--- config.mk ---
export PLATFORM = sky130hd
export DESIGN_NAME = fetch_unit
export DESIGN_NICKNAME = d
export VERILOG_FILES = /design/src/ic_pkg.sv /design/src/fetch_unit.sv
export SDC_FILE = /design/constraint.sdc
export NUM_CORES = 1
export LEC_CHECK = 0
export ABC_AREA = 1
export BUFFER_PORTS_ARGS = -buffer_cell sky130_fd_sc_hd__clkbuf_2
export CORE_MARGIN = 8
export CORE_UTILIZATION = 45
export CTS_CLUSTER_SIZE = 14
export DETAILED_ROUTE_END_ITERATION = 8
export PLACE_DENSITY_LB_ADDON = 0.25
export SETUP_SLACK_MARGIN = 0.1
export SYNTH_ARGS = -nofsm -noshare
export SYNTH_HDL_FRONTEND = slang
export SYNTH_SLANG_ARGS = --single-unit
--- constraint.sdc ---
create_clock -name clk -period 19.3 [get_ports clk]
set_input_delay 3.86 -clock clk [delete_from_list [all_inputs] [get_ports clk]]
set_output_delay 3.86 -clock clk [all_outputs]
set_load 0.05 [all_outputs]
--- src/ic_pkg.sv ---
`default_nettype none

package ic_pkg;

    localparam int addr_w = 32;  // Address and instruction word width

    // Fetch request from the fetch unit, always word aligned
    typedef struct packed {
        logic [addr_w-1:0] addr;
    } fetch_req_t;

    // Cache answer, the address comes back with the word
    typedef struct packed {
        logic [addr_w-1:0] addr;
        logic [addr_w-1:0] data;
    } fetch_rsp_t;

    // Line fill request from the cache to the instruction memory
    typedef struct packed {
        logic [addr_w-1:0] addr;
    } mem_req_t;

    // Fetch packet handed to the consumer
    typedef struct packed {
        logic [addr_w-1:0] pc;
        logic [addr_w-1:0] instr;
    } fetch_pkt_t;

    // Preload write into the instruction memory
    typedef struct packed {
        logic [addr_w-1:0] addr;
        logic [addr_w-1:0] data;
    } load_t;

endpackage

`default_nettype wire
--- src/fetch_unit.sv ---
`timescale 1ns/1ps
`default_nettype none

module fetch_unit #(
    parameter logic [ic_pkg::addr_w-1:0] reset_pc = '0
) (
    input  logic                      clk,
    input  logic                      rst,
    input  logic                      redirect_valid,
    input  logic [ic_pkg::addr_w-1:0] redirect_pc,
    output logic                      out_valid,
    output ic_pkg::fetch_pkt_t        out_pkt,
    input  logic                      out_ready,
    output logic                      req_valid,
    output ic_pkg::fetch_req_t        req,
    input  logic                      req_ready,
    input  logic                      rsp_valid,
    input  ic_pkg::fetch_rsp_t        rsp,
    output logic                      rsp_ready
);

    logic [ic_pkg::addr_w-1:0] pc;
    logic [ic_pkg::addr_w-1:0] target_pc;
    logic                      need_req;    // A fetch for pc is still owed
    logic                      in_flight;
    logic                      epoch;
    logic                      req_epoch;   // Epoch the outstanding fetch was sent in
    logic                      req_fire;
    logic                      rsp_fire;
    logic                      out_fire;
    logic                      rsp_fresh;

    assign target_pc = {redirect_pc[ic_pkg::addr_w-1:2], 2'b00};

    // Only one fetch at a time, and none while a packet waits on the consumer.
    // The cache is idle whenever this rises, so the request is taken at once
    assign req_valid = need_req && !in_flight && !out_valid;
    assign req.addr  = pc;
    assign rsp_ready = !out_valid;

    assign req_fire  = req_valid && req_ready;
    assign rsp_fire  = rsp_valid && rsp_ready;
    assign out_fire  = out_valid && out_ready;
    assign rsp_fresh = (req_epoch == epoch) && !redirect_valid;

    always_ff @(posedge clk)
    begin
        if (rst)
        begin
            pc        <= reset_pc;
            need_req  <= 1'b1;
            in_flight <= 1'b0;
            epoch     <= 1'b0;
            out_valid <= 1'b0;
        end
        else
        begin
            if (req_fire)
            begin
                need_req  <= 1'b0;
                in_flight <= 1'b1;
            end
            if (rsp_fire)
            begin
                in_flight <= 1'b0;
                if (rsp_fresh)
                begin
                    out_valid <= 1'b1;
                end
            end
            if (out_fire)
            begin
                out_valid <= 1'b0;
                need_req  <= 1'b1;
                pc        <= pc + 32'd4;
            end
            // A redirect overrides everything above and flushes the held packet
            if (redirect_valid)
            begin
                epoch     <= ~epoch;
                pc        <= target_pc;
                need_req  <= 1'b1;
                out_valid <= 1'b0;
            end
        end
    end

    always_ff @(posedge clk)
    begin
        if (req_fire)
        begin
            req_epoch <= epoch;
        end
        if (rsp_fire && rsp_fresh)
        begin
            out_pkt.pc    <= rsp.addr;
            out_pkt.instr <= rsp.data;
        end
    end

endmodule

`default_nettype wire

=== Word-level counts from Yosys, hierarchy flattened ===
Index checks and enable logic that the tools add are counted.

* Flip-flop bits (word level): 101
* Input bits: 102
* Output and inout port bits: 99
* Logic and storage cells: 29

* Add/subtract/negate cells: 1
* Equal/unequal tests: 1
* Mux-type cells: 2
* Bitwise logic cells: 1
* Reduce and logical (&&, ||, !) cells: 15

{| class="wikitable"
|+ Operators with widths
! kind !! number
|-
| two-way mux 32 bit || 2
|-
| adder 32 x 3 -> 32 bit (second input constant) || 1
|-
| logical AND 1 bit || 7
|-
| OR reduction 2 bit || 2
|-
| logical NOT 1 bit || 3
|-
| OR reduction 3 bit || 1
|-
| AND reduction 2 bit || 1
|-
| nonzero test 2 bit || 1
|-
| == test 1 bit || 1
|-
| inverter 1 bit || 1
|}

=== Longest topological paths before layout ===
* Depth after elaboration: 4
* Mapped depth: 10
* Gate-level depth less buffers: 10

=== Worst setup path after synthesis ===
OpenSTA, ideal clock, no wires.

* Path kind: input-to-reg
* From: input port redirect_valid
* To: register out_pkt[0] in the netlist's numbering, enable pin
* Setup time: 0.567 ns
* Arrival time: 8.472 ns
* Data required time: 18.733 ns
* Setup slack: 10.261 ns
* Cell stages on the path: 2
* Path buffers: 1
* Cells stage by stage: buf_2 -> nor3_1

* Longest elaborated chain between the ends: 3

{| class="wikitable"
|+ Ends and longest elaborated chain
! element !! RTL line !! text
|-
| start: declaration || fetch_unit.sv:9 || <nowiki>input logic redirect_valid,</nowiki>
|-
| logical NOT 1 bit || fetch_unit.sv:44 || <nowiki>assign rsp_fresh = (req_epoch == epoch) && !redirect_valid;</nowiki>
|-
| logical AND 1 bit || fetch_unit.sv:44 ||
|-
| logical AND 1 bit || fetch_unit.sv:94 || <nowiki>if (rsp_fire && rsp_fresh)</nowiki>
|-
| end: declaration || fetch_unit.sv:12 || <nowiki>output ic_pkg::fetch_pkt_t out_pkt,</nowiki>
|}

Every way passes these cells.
A chain may end at the register's enable or synchronous reset.

=== Final worst setup path ===
* From: input port redirect_valid
* To: register need_req

* Longest elaborated chain between the ends: 1

{| class="wikitable"
|+ Ends and longest elaborated chain
! element !! RTL line !! text
|-
| OR reduction 3 bit (no line) || - ||
|-
| end signal: assignment || fetch_unit.sv:51 || <nowiki>need_req <= 1'b1;</nowiki>
|-
| end signal: assignment || fetch_unit.sv:60 || <nowiki>need_req <= 1'b0;</nowiki>
|-
| end signal: assignment || fetch_unit.sv:74 || <nowiki>need_req <= 1'b1;</nowiki>
|-
| end: declaration || fetch_unit.sv:24 || <nowiki>logic need_req;</nowiki>
|}

Every way passes these cells.

==> impl_metrics.csv <==
group,metric,value,unit
run_status,status,"finished, final reports clean",
yosys,yosys_register_bits,99,
yosys,ys_async_sr_fraction,0,
finish,drive_gt1_frac,0.363,
worst_hold_path,min-delay-start,"need_req",
place,place.gp.congestion,0.852,
detailed_routing,vias_per_cell,4.83,
grt,grt_max_degree,66,
clock_tree,clk_latency,370,ps
yosys,synthFlopType,"edfxtp_1",
detailed_routing,route.detailed.drc,0,
yosys,yosysTopAreaCell,"edfxtp_1",
critical_path,crit_buf_inv,4,
worst_hold_path,min_path_type,"register to register",
grt,grt_pass1_wl,19300,microns
clock_tree,clk_pin_slew_worst_paths,90,ps
yosys,yosysWarnings,0,
critical_path,cp-startpoint,"redirect_valid",
critical_path,crit_arrival,5980,ps
timing,relSlewSlack,0.408,
timing,final_max_slew_viol_count,0,
detailed_routing,firstDrtPassIters,4,
critical_path,slowest_delay,770,ps
die,die_h,113,microns
yosys,synth_edf_count,65,
yosys,synth_cell_type_count,33,
timing,setup_viol,0,
die,start_util,0.463,
die,coreArea,0.00924,sq mm
yosys,ys_top_cells_by_area,"edfxtp_1 (46%), dfxtp_1 (16%), nand2_1 (11%)",
power,leakagePower,2.41,nW
critical_path,worstSetupPathType,"input pin to register",
detailed_routing,drtIter0Drc,267,
timing,finalCritPeriodShare,0.298,
grt,overflow,0,
power,p_per_area,82.0,mW/mm^2
timing,rsz0062_at_grt,"false",
timing,hold_ws,482,ps
critical_path,startpoint_type,"input pin",
finish,diodes,0,
yosys,synth.cell_area,0.00428,sq mm
grt,grt_use_total,0.187,
power,ir_worst_vdd,43.0,uV
clock_tree,cts_tree,"built",
timing,tns,0,ps
critical_path,worst-r2r-setup-slack,17570,ps
detailed_routing,vias,3778,
clock_tree,h-tree-depth,3,
critical_path,r2r_cells,8,
flow_run,max-cap-violations,0,
critical_path,cp_max_fo,30,
clock_tree,cts_max_path_buffers,2,
critical_path,worst_setup_path_end_kind,"register",
clock_tree,clock_sinks,99,
detailed_routing,wl,12200,microns
yosys,ys_seq_area_frac,0.616,
place,dp_hpwl,9650,microns
die,io_pins,201,
timing,clock_skew,24.3,ps
finish,fillers,825,
critical_path,crit_family,"buffers and inverters",
timing,min_period,5740,ps
yosys,synth_top_area_frac,0.457,
worst_hold_path,min_path_cells,2,
detailed_routing,routedWlPerCell,15.6,microns
critical_path,regToRegStartpoint,"req[2]",
clock_tree,root_buffer,"clkbuf_8",
worst_hold_path,hold_end,"need_req",
clock_tree,cts_made_buffers,9,
timing,hold_violations,0,
yosys,syn_area_per_cell,9.48,sq um
clock_tree,holdBufCountCts,0,
timing,max_clock_freq,0.174,GHz
finish,area_growth,29.6,%
critical_path,slowest_stage,"inv_1",
yosys,syn_inst,451,
clock_tree,cts_setup_buffers,0,
critical_path,reg2reg_to,"req[24]",
clock_tree,cts-resized-gates,0,
timing,tightest_slew,886,ps
critical_path,required,19530,ps
critical_path,crit_path_cell_trace,"clkbuf_2, inv_1, nand2_2, inv_2, nand2_1, clkinv_1, o21ai_0",
finish,final_nets,752,
detailed_routing,antenna_left,0,
die,die_w,113,microns
grt,antenna_found_initial,0,
grt,grt_pass1_vias,3825,
die,die_area,0.0129,sq mm
place,io_buffers,196,
die,num_rows,35,
==> power breakdown <==
| part | total, mW | switching, mW | internal [mW] |
|---|---|---|---|
| logic | 0.0812 | 0.0611 | 0.0202 |
| clock network | 0.127 | 0.0772 | 0.0495 |
| registers | 0.247 | 0.00775 | 0.239 |
| total | 0.455 | 0.146 | 0.309 |
==> metal layers <==
metal / GRT usage / part of all wire / up-vias
li1: - / - / 1878
met5: 0 / 0 / -
met1: 0.213 / 0.40 / 1725
met3: 0.0518 / 0.087 / 15
met4: 0.0604 / 0.011 / 0
met2: 0.331 / 0.50 / 160
==> state kept, by name, indices dropped and copies added, names as in the netlist <==
| name | flops |
|---|---|
| epoch | 1 |
| in_flight | 1 |
| need_req | 1 |
| out_pkt | 64 |
| out_valid | 1 |
| req | 30 |
| req_epoch | 1 |
==> layout by cell type (no fill, tap or decap), drive strengths merged, types with 7 or more instances in the layout <==
master	Yosys	final
edfxtp	65	65
a21oi	14	14
dfxtp	34	34
o21ai	28	28
inv	44	48
clkbuf	4	205
nand3	31	31
nor2	63	63
nand3b	7	7
nand2	130	130
==> worst reg2reg max path, stage by stage (launching register included) <==
cell     delay, ps
dfxtp_1        430
ha_1           240
nand3_2        160
nor2_1         200
nand3_1        180
o21ai_0        200
nand3_1         90
nand2_1         90
nand2_1         40
==> cells by family after synthesis <==
family / synth area share
other: 0.000877
AND/OR/NAND/NOR: 0.247
flip-flops: 0.616
AO/OA/AOI/OAI: 0.0647
buffers and inverters: 0.0565
XOR/XNOR: 0.0123
adder cells (fa/ha/maj): 0.00293
==> worst max path at each step <==
stage,end,slack [ps],cells after the start
after global placement,need_req,13210,7
after CTS,need_req,13530,7
final,need_req,13560,7
after floorplan,out_pkt[0],10260,2
after detailed placement,need_req,13140,7
after global routing,need_req,13270,7
==> Yosys cell counts (2+ instances only) <==
master and n:
nand3b_1 7, a21oi_1 13, inv_1 41, a31oi_1 5
clkbuf_1 2, inv_2 3, xnor2_1 4, nor2_4 6
nor3_1 3, xor2_1 2, and2_1 2, buf_4 2
nor2_2 5, nand2_4 2, nor2_1 52, edfxtp_1 65
dfxtp_1 34, nand3_1 30, buf_2 4, nand2_1 123
nand2_2 5, o21ai_0 28, o211ai_1 3
==> area by class of cell <==
type,count,area (sq um),area share
sequential,99,2630,0.475
clock inverter,6,57.6,0.0104
tap,129,161,0.0291
clock buffer,9,124,0.0223
multi-input combinational,297,1410,0.254
timing repair buffer,197,988,0.178
inverter,45,169,0.0305
==> through the flow <==
stage	utilization	instances	power, mW	instance area (sq um)	setup slack [ps]
3_5_place_dp	0.580	767	0.333	5360	13140
4_1_cts	0.600	782	0.459	5540	13530
5_1_grt	0.600	782	0.472	5540	13270
2_1_floorplan	-	452	0.308	4280	10260
6_report	0.600	782	0.455	5540	13560
3_3_place_gp	0.580	767	0.332	5360	13210
No activity file was read; power rests on OpenSTA's default activity.
