### src/ic_pkg.sv
`default_nettype none

package ic_pkg;

    localparam int addr_w = 32;  // Address and instruction word width

    // Fetch request from the fetch unit, always word aligned
    typedef struct packed {
        logic [addr_w-1:0] addr;
    } fetch_req_t;

    // Cache answer, the address comes back with the word
    typedef struct packed {
        logic [addr_w-1:0] addr;
        logic [addr_w-1:0] data;
    } fetch_rsp_t;

    // Line fill request from the cache to the instruction memory
    typedef struct packed {
        logic [addr_w-1:0] addr;
    } mem_req_t;

    // Fetch packet handed to the consumer
    typedef struct packed {
        logic [addr_w-1:0] pc;
        logic [addr_w-1:0] instr;
    } fetch_pkt_t;

    // Preload write into the instruction memory
    typedef struct packed {
        logic [addr_w-1:0] addr;
        logic [addr_w-1:0] data;
    } load_t;

endpackage

`default_nettype wire
### src/icache.sv
`timescale 1ns/1ps
`default_nettype none

module icache #(
    parameter int num_lines = 16
) (
    input  logic                      clk,
    input  logic                      rst,
    input  logic                      req_valid,
    input  ic_pkg::fetch_req_t        req,
    output logic                      req_ready,
    output logic                      rsp_valid,
    output ic_pkg::fetch_rsp_t        rsp,
    input  logic                      rsp_ready,
    output logic                      mem_req_valid,
    output ic_pkg::mem_req_t          mem_req,
    input  logic                      mem_req_ready,
    input  logic                      mem_rsp_valid,
    input  logic [ic_pkg::addr_w-1:0] mem_rsp_data,
    output logic [15:0]               hit_count,
    output logic [15:0]               miss_count
);

    localparam int idx_w = $clog2(num_lines);
    localparam int tag_w = ic_pkg::addr_w - idx_w - 2;

    typedef enum logic [2:0] {
        ST_IDLE,
        ST_COMPARE,
        ST_FILL_REQ,
        ST_FILL_WAIT,
        ST_RESPOND
    } state_t;

    state_t state;
    state_t next_state;

    // One word per line, valid bits are the only reset part
    logic [num_lines-1:0]      line_valid;
    logic [tag_w-1:0]          tag_arr  [num_lines];
    logic [ic_pkg::addr_w-1:0] data_arr [num_lines];

    logic [ic_pkg::addr_w-1:0] req_addr;   // Accepted fetch address
    logic [ic_pkg::addr_w-1:0] rsp_word;
    logic [idx_w-1:0]          line_idx;
    logic [tag_w-1:0]          line_tag;
    logic                      hit;
    logic                      fill_done;

    assign line_idx  = req_addr[idx_w+1:2];
    assign line_tag  = req_addr[ic_pkg::addr_w-1:idx_w+2];
    assign hit       = line_valid[line_idx] && (tag_arr[line_idx] == line_tag);
    assign fill_done = (state == ST_FILL_WAIT) && mem_rsp_valid;

    always_comb
    begin
        next_state = state;
        case (state)
            ST_IDLE:
            begin
                if (req_valid)
                begin
                    next_state = ST_COMPARE;
                end
            end
            ST_COMPARE:
            begin
                if (hit)
                begin
                    next_state = ST_RESPOND;
                end
                else if (mem_req_ready)
                begin
                    next_state = ST_FILL_WAIT;  // Fill request already taken
                end
                else
                begin
                    next_state = ST_FILL_REQ;
                end
            end
            ST_FILL_REQ:
            begin
                if (mem_req_ready)
                begin
                    next_state = ST_FILL_WAIT;
                end
            end
            ST_FILL_WAIT:
            begin
                if (mem_rsp_valid)
                begin
                    next_state = ST_RESPOND;
                end
            end
            ST_RESPOND:
            begin
                if (rsp_ready)
                begin
                    next_state = ST_IDLE;
                end
            end
            default: next_state = ST_IDLE;
        endcase
    end

    always_ff @(posedge clk)
    begin
        if (rst)
        begin
            state      <= ST_IDLE;
            line_valid <= '0;
            hit_count  <= '0;
            miss_count <= '0;
        end
        else
        begin
            state <= next_state;
            if (state == ST_COMPARE)
            begin
                if (hit)
                begin
                    hit_count <= hit_count + 16'd1;
                end
                else
                begin
                    miss_count <= miss_count + 16'd1;
                end
            end
            if (fill_done)
            begin
                line_valid[line_idx] <= 1'b1;
            end
        end
    end

    always_ff @(posedge clk)
    begin
        if (req_valid && req_ready)
        begin
            req_addr <= req.addr;
        end
        if (state == ST_COMPARE && hit)
        begin
            rsp_word <= data_arr[line_idx];
        end
        if (fill_done)
        begin
            tag_arr[line_idx]  <= line_tag;
            data_arr[line_idx] <= mem_rsp_data;
            rsp_word           <= mem_rsp_data;  // Forward the fill word
        end
    end

    assign req_ready = (state == ST_IDLE);
    assign rsp_valid = (state == ST_RESPOND);
    assign rsp.addr  = req_addr;
    assign rsp.data  = rsp_word;

    // Miss request goes out during the compare cycle already
    assign mem_req_valid = ((state == ST_COMPARE) && !hit) || (state == ST_FILL_REQ);
    assign mem_req.addr  = {req_addr[ic_pkg::addr_w-1:2], 2'b00};

endmodule

`default_nettype wire

### config.mk
export PLATFORM = sky130hd
export DESIGN_NAME = icache
export DESIGN_NICKNAME = d
export VERILOG_FILES = /design/src/ic_pkg.sv /design/src/icache.sv
export SDC_FILE = /design/constraint.sdc
export NUM_CORES = 1
export LEC_CHECK = 0
export ABC_AREA = 1
export BUFFER_PORTS_ARGS = -buffer_cell sky130_fd_sc_hd__buf_2
export CAP_MARGIN = 0
export CORE_MARGIN = 4
export CORE_UTILIZATION = 39
export DETAILED_ROUTE_END_ITERATION = 12
export PLACE_DENSITY = 0.58
export SKIP_LAST_GASP = 1
export SLEW_MARGIN = 10
export SYNTH_ARGS = -nofsm -noshare
export SYNTH_HDL_FRONTEND = slang
export SYNTH_SLANG_ARGS = --single-unit
### constraint.sdc
create_clock -name clk -period 7 [get_ports clk]
set_clock_uncertainty 0.05 [all_clocks]
set_input_delay 0.7 -clock clk [delete_from_list [all_inputs] [get_ports clk]]
set_output_delay 0.7 -clock clk [all_outputs]
set_load 0.03 [all_outputs]
# == After elaboration in Yosys (flattened, before gate mapping) ==
# Memories as Yosys holds them, arrays and structs flattened. A register that Yosys moved wholly into a read port is not among the register bits.
# Cells that the tools add are included.
# classes
shift,0
addsub,2
multipliers,0
mux,14
n_reduce_logical,13
bitwise_logic,2
order_cmp,2
n_div,0
eq_ne,9
# op_table
operator,n
$add A16 B1 Y16 const B,2
$eq A26 B26 Y1,1
$or A16 B16 Y16,1
$mux W3,5
$pmux W3 S5,1
$eq A3 B2 Y1 const B,2
$logic_and A1 B1 Y1,6
$ne A2 B2 Y1 const B,3
$lt A4 B5 Y1 const B,1
$mux W1,5
$bmux W1 S4,1
$demux W1 S4,1
$ge A4 B1 Y1 const B,1
$mux W4,1
$reduce_and A2 Y1,2
$reduce_and A4 Y1,1
$eq A3 B1 Y1 const B,1
$eq A3 B3 Y1 const B,1
$logic_not A3 Y1,1
$ne A2 B1 Y1 const B,1
$reduce_bool A2 Y1,1
$logic_not A1 Y1,1
$logic_or A1 B1 Y1,1
$not A1 Y1,1
# totals
ram_bits,928
romBits,0
elab_cells,49
mem_count,2
latch_bits,0
in_bits,70
register_bits,83
output_inout_bits,131
# mem_list
name,words,word_bits,rd,rd_ports_with_merged_regs,write_ports,line_no,rtl
data_arr,16,32,1,1,1,icache.sv:41,logic [ic_pkg::addr_w-1:0] data_arr [num_lines];
tag_arr,16,26,1,1,1,icache.sv:40,logic [tag_w-1:0] tag_arr [num_lines];

# == Depth between registers and ports, before layout ==
# Gate-level depths: netlist of run 1.
# logic_depth
ltp_word,6
ltp_mapped,24
ltp_nobuf,20

# == Worst setup path after synthesis of run 1 ==
# Ideal clock, no wire load.
# synth_path
kind,reg-to-reg
start,register req_addr[2] (netlist name)
end,"memory data_arr[1][0] (netlist name), enable pin"
required_ps,6474
setup_ps,476
path_buffers,3
arrival_time_ps,4196
synth_period_minus_slack_ps,4722
path_stages_with_launch,8
setup_slack_ps,2278
cell_sequence,edfxtp_1 > buf_2 > inv_1 > nor2_1 > clkbuf_1 > clkbuf_1 > nand2_1 > nor2_1
# synth_lines
item,line_no,rtl
start: declaration,icache.sv:43,logic [ic_pkg::addr_w-1:0] req_addr;
start signal: assignment,icache.sv:140,req_addr <= req.addr;
end: declaration,icache.sv:41,
# No word-level cell before the write port.

==> key figures, run 1 <==
Outcome
  • Status: completed

STA
  • Fin. max-slew vios: 0
  • Fin crit share: 79.8%
  • Final setup viols: 0
  • Minimum clock period: roughly 5600 ps
  • Worst rel slew slack: about a quarter
  • Final TNS setup: 0 ps
  • Worst-Margin Slew: roughly 1100 ps
  • Final hold violations: 0
  • RSZ-0062 raised after global routing: no
  • Fmax: approximately 180 MHz

Finish
  • Final instance area: between 0.04 and 0.05 mm²
  • Area delta synth->final: 14.1%
  • Nets: between 3000 and 4000
  • Layout cells sized above 1: a little over an eighth

Critical path
  • WS Path Type: reg2out
  • Critical path capture point type: output pin
  • Bufs and invs on worst path: 4
  • CP delay by family, top: simple AND/OR/NAND/NOR gates
  • CP max stage cell: dfxtp_4
  • CP Launch Type: register
  • CP peak stage delay: about 900 ps
  • Largest fanout on the critical path: 120
  • CP Cell Sequence: inv_8 > buf_4 > nand2_1 > nand3_1 > nand3_1 > nand3_1 > nand3_1 > nand2_1 > inv_1 > nand2_1 > nor2_1 > nand2_1 > nor2_2 > nand2_2 > nand2_2 > nand2_1 > buf_2
  • CP arrival: approximately 4800 ps
  • Data required, critical path: roughly 6300 ps
  • Most numerous cell on the critical path: nand2_1

CTS
  • Clock transition at path regs: ~60 ps
  • Bufs on Longest Clock Path: 3
  • Post-CTS Hold Fix Bufs: 0
  • Clock Latency Late Sink: about 700 ps
  • Clk root buf: clkbuf_16
  • Sink Count: 1047
  • Post-CTS setup repair buffer count: 0
  • Post_cts resized: 0
  • Clock tree from TritonCTS: yes
  • CTS buffer count: 110
  • H-Tree Depth: 3

Detailed routing
  • Detailed Route Iter0 Violations: around 2600
  • Vias: about 26000
  • Drt first pass iters: 5
  • Antenna-violating nets left: 0
  • Vias per cell: approximately 5.3
  • Routed wire per std cell: ~23 µm
  • Final WL: around 110 mm
  • DRC: 0

Logic synthesis
  • Seq/Total Area, Yosys: between 70% and 80%
  • Cells after Synth: ~3200
  • FF+latch count, synth: 1047
  • Yosys Warn Count: 0
  • Syn Std Cell Area: between 0.04 and 0.05 mm²
  • Syn avg cell area: 12.8 µm²
  • Synth cell types: 35

Floorplanning
  • Full die area: ~0.11 mm²
  • IO Pins: between 200 and 250
  • Die height: roughly 330 µm
  • Die Wd: between 300 and 400 µm
  • Initial core utilization: between 30% and 40%
  • # rows: roughly 120
  • Core ar.: about 0.11 mm²

Placement
  • Placed Area: approximately 0.044 mm²
  • Port bufs: 198
  • RePlAce Congestion: approximately 0.79
  • HPWL after detailed placement: about 60 mm

GRT
  • GRT Util Overall: between 10% and 20%
  • Largest net degree at the start of global routing: between 150 and 200
  • Global route overflow: 0
  • Initial antenna violation count: 11
  • Vias in the first global route: 25400
  • First-pass GRT wire length: 165 mm

Power and ir drop
  • Worst-case vdd ir drop: 0.206 mV
  • Power density over the cells: ~320 mW/mm²
  • Leakage: about 0.017 µW

Hold path
  • Min-Delay Path Class: in2reg

Job
  • Max-Cap Viols: 0
## sequential cells by signal (all words and copies together), names as in the netlist, named ones only
name and count:
data_arr 512, hit_count 16, miss_count 16, tag_arr 416
line_valid 16, rsp_word 32, req_addr 32, state 3
## power breakdown
group	total [µW]	switching (µW)	internal [µW]
combinational	2430	1770	661
sequential	7160	141	7020
clock	5720	2450	3270
## kinds of logic after synthesis
group	count (synthesis)	synth area share, %
buf+inv	422	4.79
other cells	1	0.00901
fa+ha+maj	2	0.0601
compound gates	579	8.79
simple gates	1177	11.8
flops	1047	74.2
xor+xnor	17	0.358
## worst paths after layout
kind	end	depth (start not counted)	from	slack, ps
worst min-delay path	req_addr[23]	1	req[23]	130
worst max-delay path	mem_req_valid	17	register	1410
worst min register to register	line_valid[5]	2	line_valid[5]	420
worst max register to register	rsp_word[2]	15	register	2090
## per-layer routing
layer,wire length (µm),share of wire [%],vias up,track usage [%]
met4,3420,3.0,10,6.38
met1,48100,43,12900,27.2
met2,52000,46,939,31.2
li1,-,-,12000,-
met5,68,0.061,-,0
met3,8480,7.6,200,3.83
## cells in the final DEF, fill, tap and decap left out, types with 10 or more instances in the layout
cell type / count
xor2_1: 10
a21oi_1: 159
nor2_1: 192
o21ai_0: 63
clkinv_1: 27
edfxtp_1: 992
dfxtp_1: 52
inv_1: 209
nor4_1: 28
buf_2: 198
nand2_1: 639
nor2_4: 20
a22oi_1: 256
nand2_2: 13
nor3_1: 20
buf_4: 58
clkinv_2: 13
clkbuf_1: 19
o211ai_1: 26
o21ai_1: 57
clkbuf_16: 110
nand3_1: 247
## worst register-to-register path, stage by stage (launching register included)
cell,delay (ps)
dfxtp_4,900
inv_8,500
buf_4,470
nand2_1,120
nand3_1,70
nand3_1,120
nand3_1,120
nand3_1,140
nand2_1,70
inv_1,50
nand2_1,70
nor2_1,120
nand2_1,130
nor2_2,150
nand3_1,410
nand2_2,1010
## metrics by stage
stage	setup slack [ps]	power (µW)	hold slack [ps]	utilization, %	cells
5_1_grt	1020	16000	96.6	45.0	4899
3_3_place_gp	2150	9710	398	41.6	4696
4_1_cts	1370	15400	75.3	45.0	4898
3_5_place_dp	2120	9720	409	41.6	4696
2_1_floorplan	2280	8980	390	-	3246
6_report	1410	15300	133	45.0	4901
## cell usage after synthesis, drive strengths merged
| library cell | n | area share, % |
|---|---|---|
| nand3 | 247 | 3.0 |
| nor2 | 215 | 2.0 |
| xnor2 | 7 | 0.15 |
| clkinv | 4 | 0.036 |
| a211oi | 9 | 0.16 |
| a22oi | 256 | 4.6 |
| buf | 114 | 2.0 |
| nand2 | 652 | 5.9 |
| o21ai | 120 | 1.4 |
| nand3b | 6 | 0.11 |
| nand4 | 7 | 0.11 |
| edfxtp | 992 | 72 |
| inv | 216 | 2.0 |
| a21oi | 167 | 2.1 |
| clkbuf | 88 | 0.79 |
| nor3 | 21 | 0.25 |
| ha | 2 | 0.060 |
| a31oi | 1 | 0.015 |
| conb | 1 | 0.0090 |
| xor2 | 10 | 0.21 |
| o211ai | 26 | 0.47 |
| nor4 | 28 | 0.42 |
| and3 | 1 | 0.015 |
| dfxtp | 55 | 2.6 |
## area by class of cell
| type | instances | area (µm²) |
|---|---|---|
| Antenna cell | 3 | 7.51 |
| Clock buffer | 136 | 2920 |
| Clock inverter | 66 | 652 |
| Fill cell | 9444 | 58100 |
| Inverter | 220 | 838 |
| Multi-Input combinational cell | 1777 | 8900 |
| Sequential cell | 1047 | 30900 |
| Tap cell | 1391 | 1740 |
| Timing Repair Buffer | 261 | 1530 |
Power figures use the tool's default switching activity.
==> run 2, diff against run 1 <==
Clock period 7 ns to 5.7 ns, I/O delays scaled along.
==> run 2 against run 1 <==
Sequential share of layout area decreased by 0.46 points. Worst setup slack got worse by 600 ps. Total power increased by 24%. Critical path depth increased by 1. Wire length about the same. Critical endpoint unchanged. Cell count increased by 0.47%. Design area increased by 0.72%. Combinational power increased by 26%. Clock-buffer cell count increased by 1. Global-route usage about the same. Die area unchanged. First-iteration DRC count increased by 6.2%. Largest cell class unchanged.
==> key figures, run 2 (synthesized netlist as in run 1, its figures left out) <==
STA
  • Fin crit share: 85.7%
  • Final TNS setup: 0 ps (unchanged)
  • Minimum clock period: 4890 ps
  • Worst-Margin Slew: 1100 ps (was 1140 ps)
  • RSZ-0062 raised after global routing: no (unchanged)
  • Fmax: 205 MHz
  • Fin. max-slew vios: 0 (unchanged)
  • Worst rel slew slack: 26.2% (was 23.9%)
  • Final hold violations: 0 (unchanged)
  • Final setup viols: 0 (unchanged)

Detailed routing
  • DRC: 0 (unchanged)
  • Vias per cell: 5.33 (about the same)
  • Drt first pass iters: 5 (unchanged)
  • Antenna-violating nets left: 0 (unchanged)
  • Detailed Route Iter0 Violations: 2746 (was 2585)
  • Vias: 26200 (was 26100)
  • Routed wire per std cell: 22.8 µm (was 22.9 µm)
  • Final WL: 112 mm (about the same)

GRT
  • GRT Util Overall: 19.5% (was 19.6%)
  • Initial antenna violation count: 11 (unchanged)
  • Global route overflow: 0 (unchanged)
  • First-pass GRT wire length: 165 mm (about the same)
  • Largest net degree at the start of global routing: 174 (was 154)
  • Vias in the first global route: 25000 (was 25400)

Finish
  • Register Area: 0.0309 mm² (unchanged)
  • Nets: 3515 (was 3489)
  • Fin cells: 4924 (was 4901)
  • Area of the multi-input gates: 0.00890 mm² (unchanged)
  • Filler cells: 9383 (was 9444)
  • Area delta synth->final: 14.9% (was 14.1%)
  • Most frequent cells in the layout: edfxtp_1, nand2_1, a22oi_1 (unchanged)
  • Largest register by flop count: data_arr (unchanged)
  • Layout cells sized above 1: 13.5% (was 13.6%)
  • Most common cell after layout, fill and taps aside: edfxtp_1 (unchanged)
  • Biggest regs: data_arr x512, tag_arr x416 (unchanged)
  • Max reg flops: 512 (unchanged)
  • Fin util: 45.3% (was 45.0%)

Critical path
  • CP Cell Sequence: inv_6 > buf_4 > nand2_1 > nand2_1 > nand2_1 > nand3_1 > nand3_1 > nand2_1 > nand2_1 > nand2_1 > nand2_1 > nor2_1 > nand2_1 > nor2_2 > nand2_2 > nand2_2 > nand2_1 > buf_2 (was inv_8 > buf_4 > nand2_1 > nand3_1 > nand3_1 > nand3_1 > nand3_1 > nand2_1 > inv_1 > nand2_1 > nor2_1 > nand2_1 > nor2_2 > nand2_2 > nand2_2 > nand2_1 > buf_2)
  • CP peak stage delay: 640 ps (was 900 ps)
  • WS Path Type: reg2out (unchanged)
  • Bufs and invs on worst path: 3 (was 4)
  • CP max stage cell: inv_6 (was dfxtp_4)
  • Critical path capture point type: output pin (unchanged)
  • CP arrival: 4270 ps (was 4840 ps)
  • Data required, critical path: 5080 ps (was 6250 ps)
  • Most numerous cell on the critical path: nand2_1 (unchanged)
  • Largest fanout on the critical path: 111 (was 120)
  • CP delay by family, top: simple AND/OR/NAND/NOR gates (unchanged)
  • CP Launch Type: register (unchanged)

Power and ir drop
  • Sequential share of power: 46.3% (was 46.8%)
  • Switching power: 5330 µW (was 4360 µW)
  • Design internal power: 13600 µW (was 11000 µW)
  • Comb power frac: 16.2% (was 15.9%)
  • Tot Pwr: 18900 µW (was 15300 µW)
  • Worst-case vdd ir drop: 0.298 mV (was 0.206 mV)
  • Switching Share: 28.2% (was 28.5%)
  • Leakage: 0.0169 µW (was 0.0168 µW)
  • Clock power share: 37.6% (was 37.4%)
  • Power density over the cells: 396 mW/mm² (was 323 mW/mm²)

Placement
  • HPWL after detailed placement: 60.1 mm (was 60.5 mm)
  • Inst Count DP: 4698 (was 4696)
  • RePlAce Congestion: 0.819 (was 0.794)
  • Port bufs: 198 (unchanged)

CTS
  • CTS buffer count: 110 (unchanged)
  • Post-CTS setup repair buffer count: 0 (unchanged)
  • Clk root buf: clkbuf_16 (unchanged)
  • Clock transition at path regs: 60 ps (about the same)
  • H-Tree Depth: 3 (unchanged)
  • Sink Count: 1047 (unchanged)
  • Clock tree from TritonCTS: yes (unchanged)
  • Bufs on Longest Clock Path: 3 (unchanged)
  • Clock Latency Late Sink: 700 ps (about the same)

Floorplanning
  • IO Pins: 201 (unchanged)
  • Die Wd: 335 µm (unchanged)
  • Core ar.: 0.106 mm² (unchanged)
  • Die height: 335 µm (unchanged)
  • Initial core utilization: 39.4% (unchanged)
  • # rows: 119 (unchanged)
  • Full die area: 0.112 mm² (unchanged)

Outcome
  • Status: completed (unchanged)

Hold path
  • Min-Delay Path Class: in2reg (unchanged)

Job
  • Max-Cap Viols: 0 (unchanged)
-- run 2: routing by layer --
metal | track usage (%) | wire length (µm)
met5 | 0 | 61
met4 | 4.98 | 2720
met3 | 3.68 | 8170
met2 | 32.1 | 53600
met1 | 26.9 | 47500
-- run 2: what timing repair did --
item                      4_1_cts  5_1_grt
resized for setup               0        0
hold endpoints to repair       24        0
hold buffers                   24        0
-- run 2: through the flow --
step                      cell area [µm²]  setup WS [ps]  hold slack, ps
after detailed placement            44000           1310             409
after CTS                           47800            770            2.13
after floorplan                     41600            978             390
after global routing                47800            465            8.29
final                               47800            814            35.5
after global placement              44000           1370             400
-- run 2: final timing paths --
check | start | to | slack [ps] | depth (start not counted)
hold reg to reg | line_valid[11] | line_valid[11] | 420 | 2
hold / removal | req[14] | req_addr[14] | 40 | 1
setup reg to reg | register | rsp_word[10] | 1330 | 17
setup / recovery | register | mem_req_valid | 810 | 18
-- run 2: power groups by stage --
stage               logic [µW]  clock network [µW]  registers [µW]
CTS                       3080                7230            8760
detailed placement        3050                   0            8920
global route              3370                7560            8770
global placement          3040                   0            8920
floorplan                 2050                   0            8980
finish                    3060                7110            8750
-- run 2: area by class of cell --
type | instances | share of cell area [%]
flip-flops and latches | 1047 | 64.6
multi-input cells | 1777 | 18.6
clock buffers | 137 | 6.01
repair buffers | 287 | 3.94
well taps | 1391 | 3.64
inverters | 220 | 1.75
clock inverters | 63 | 1.44
diodes | 2 | 0.0105
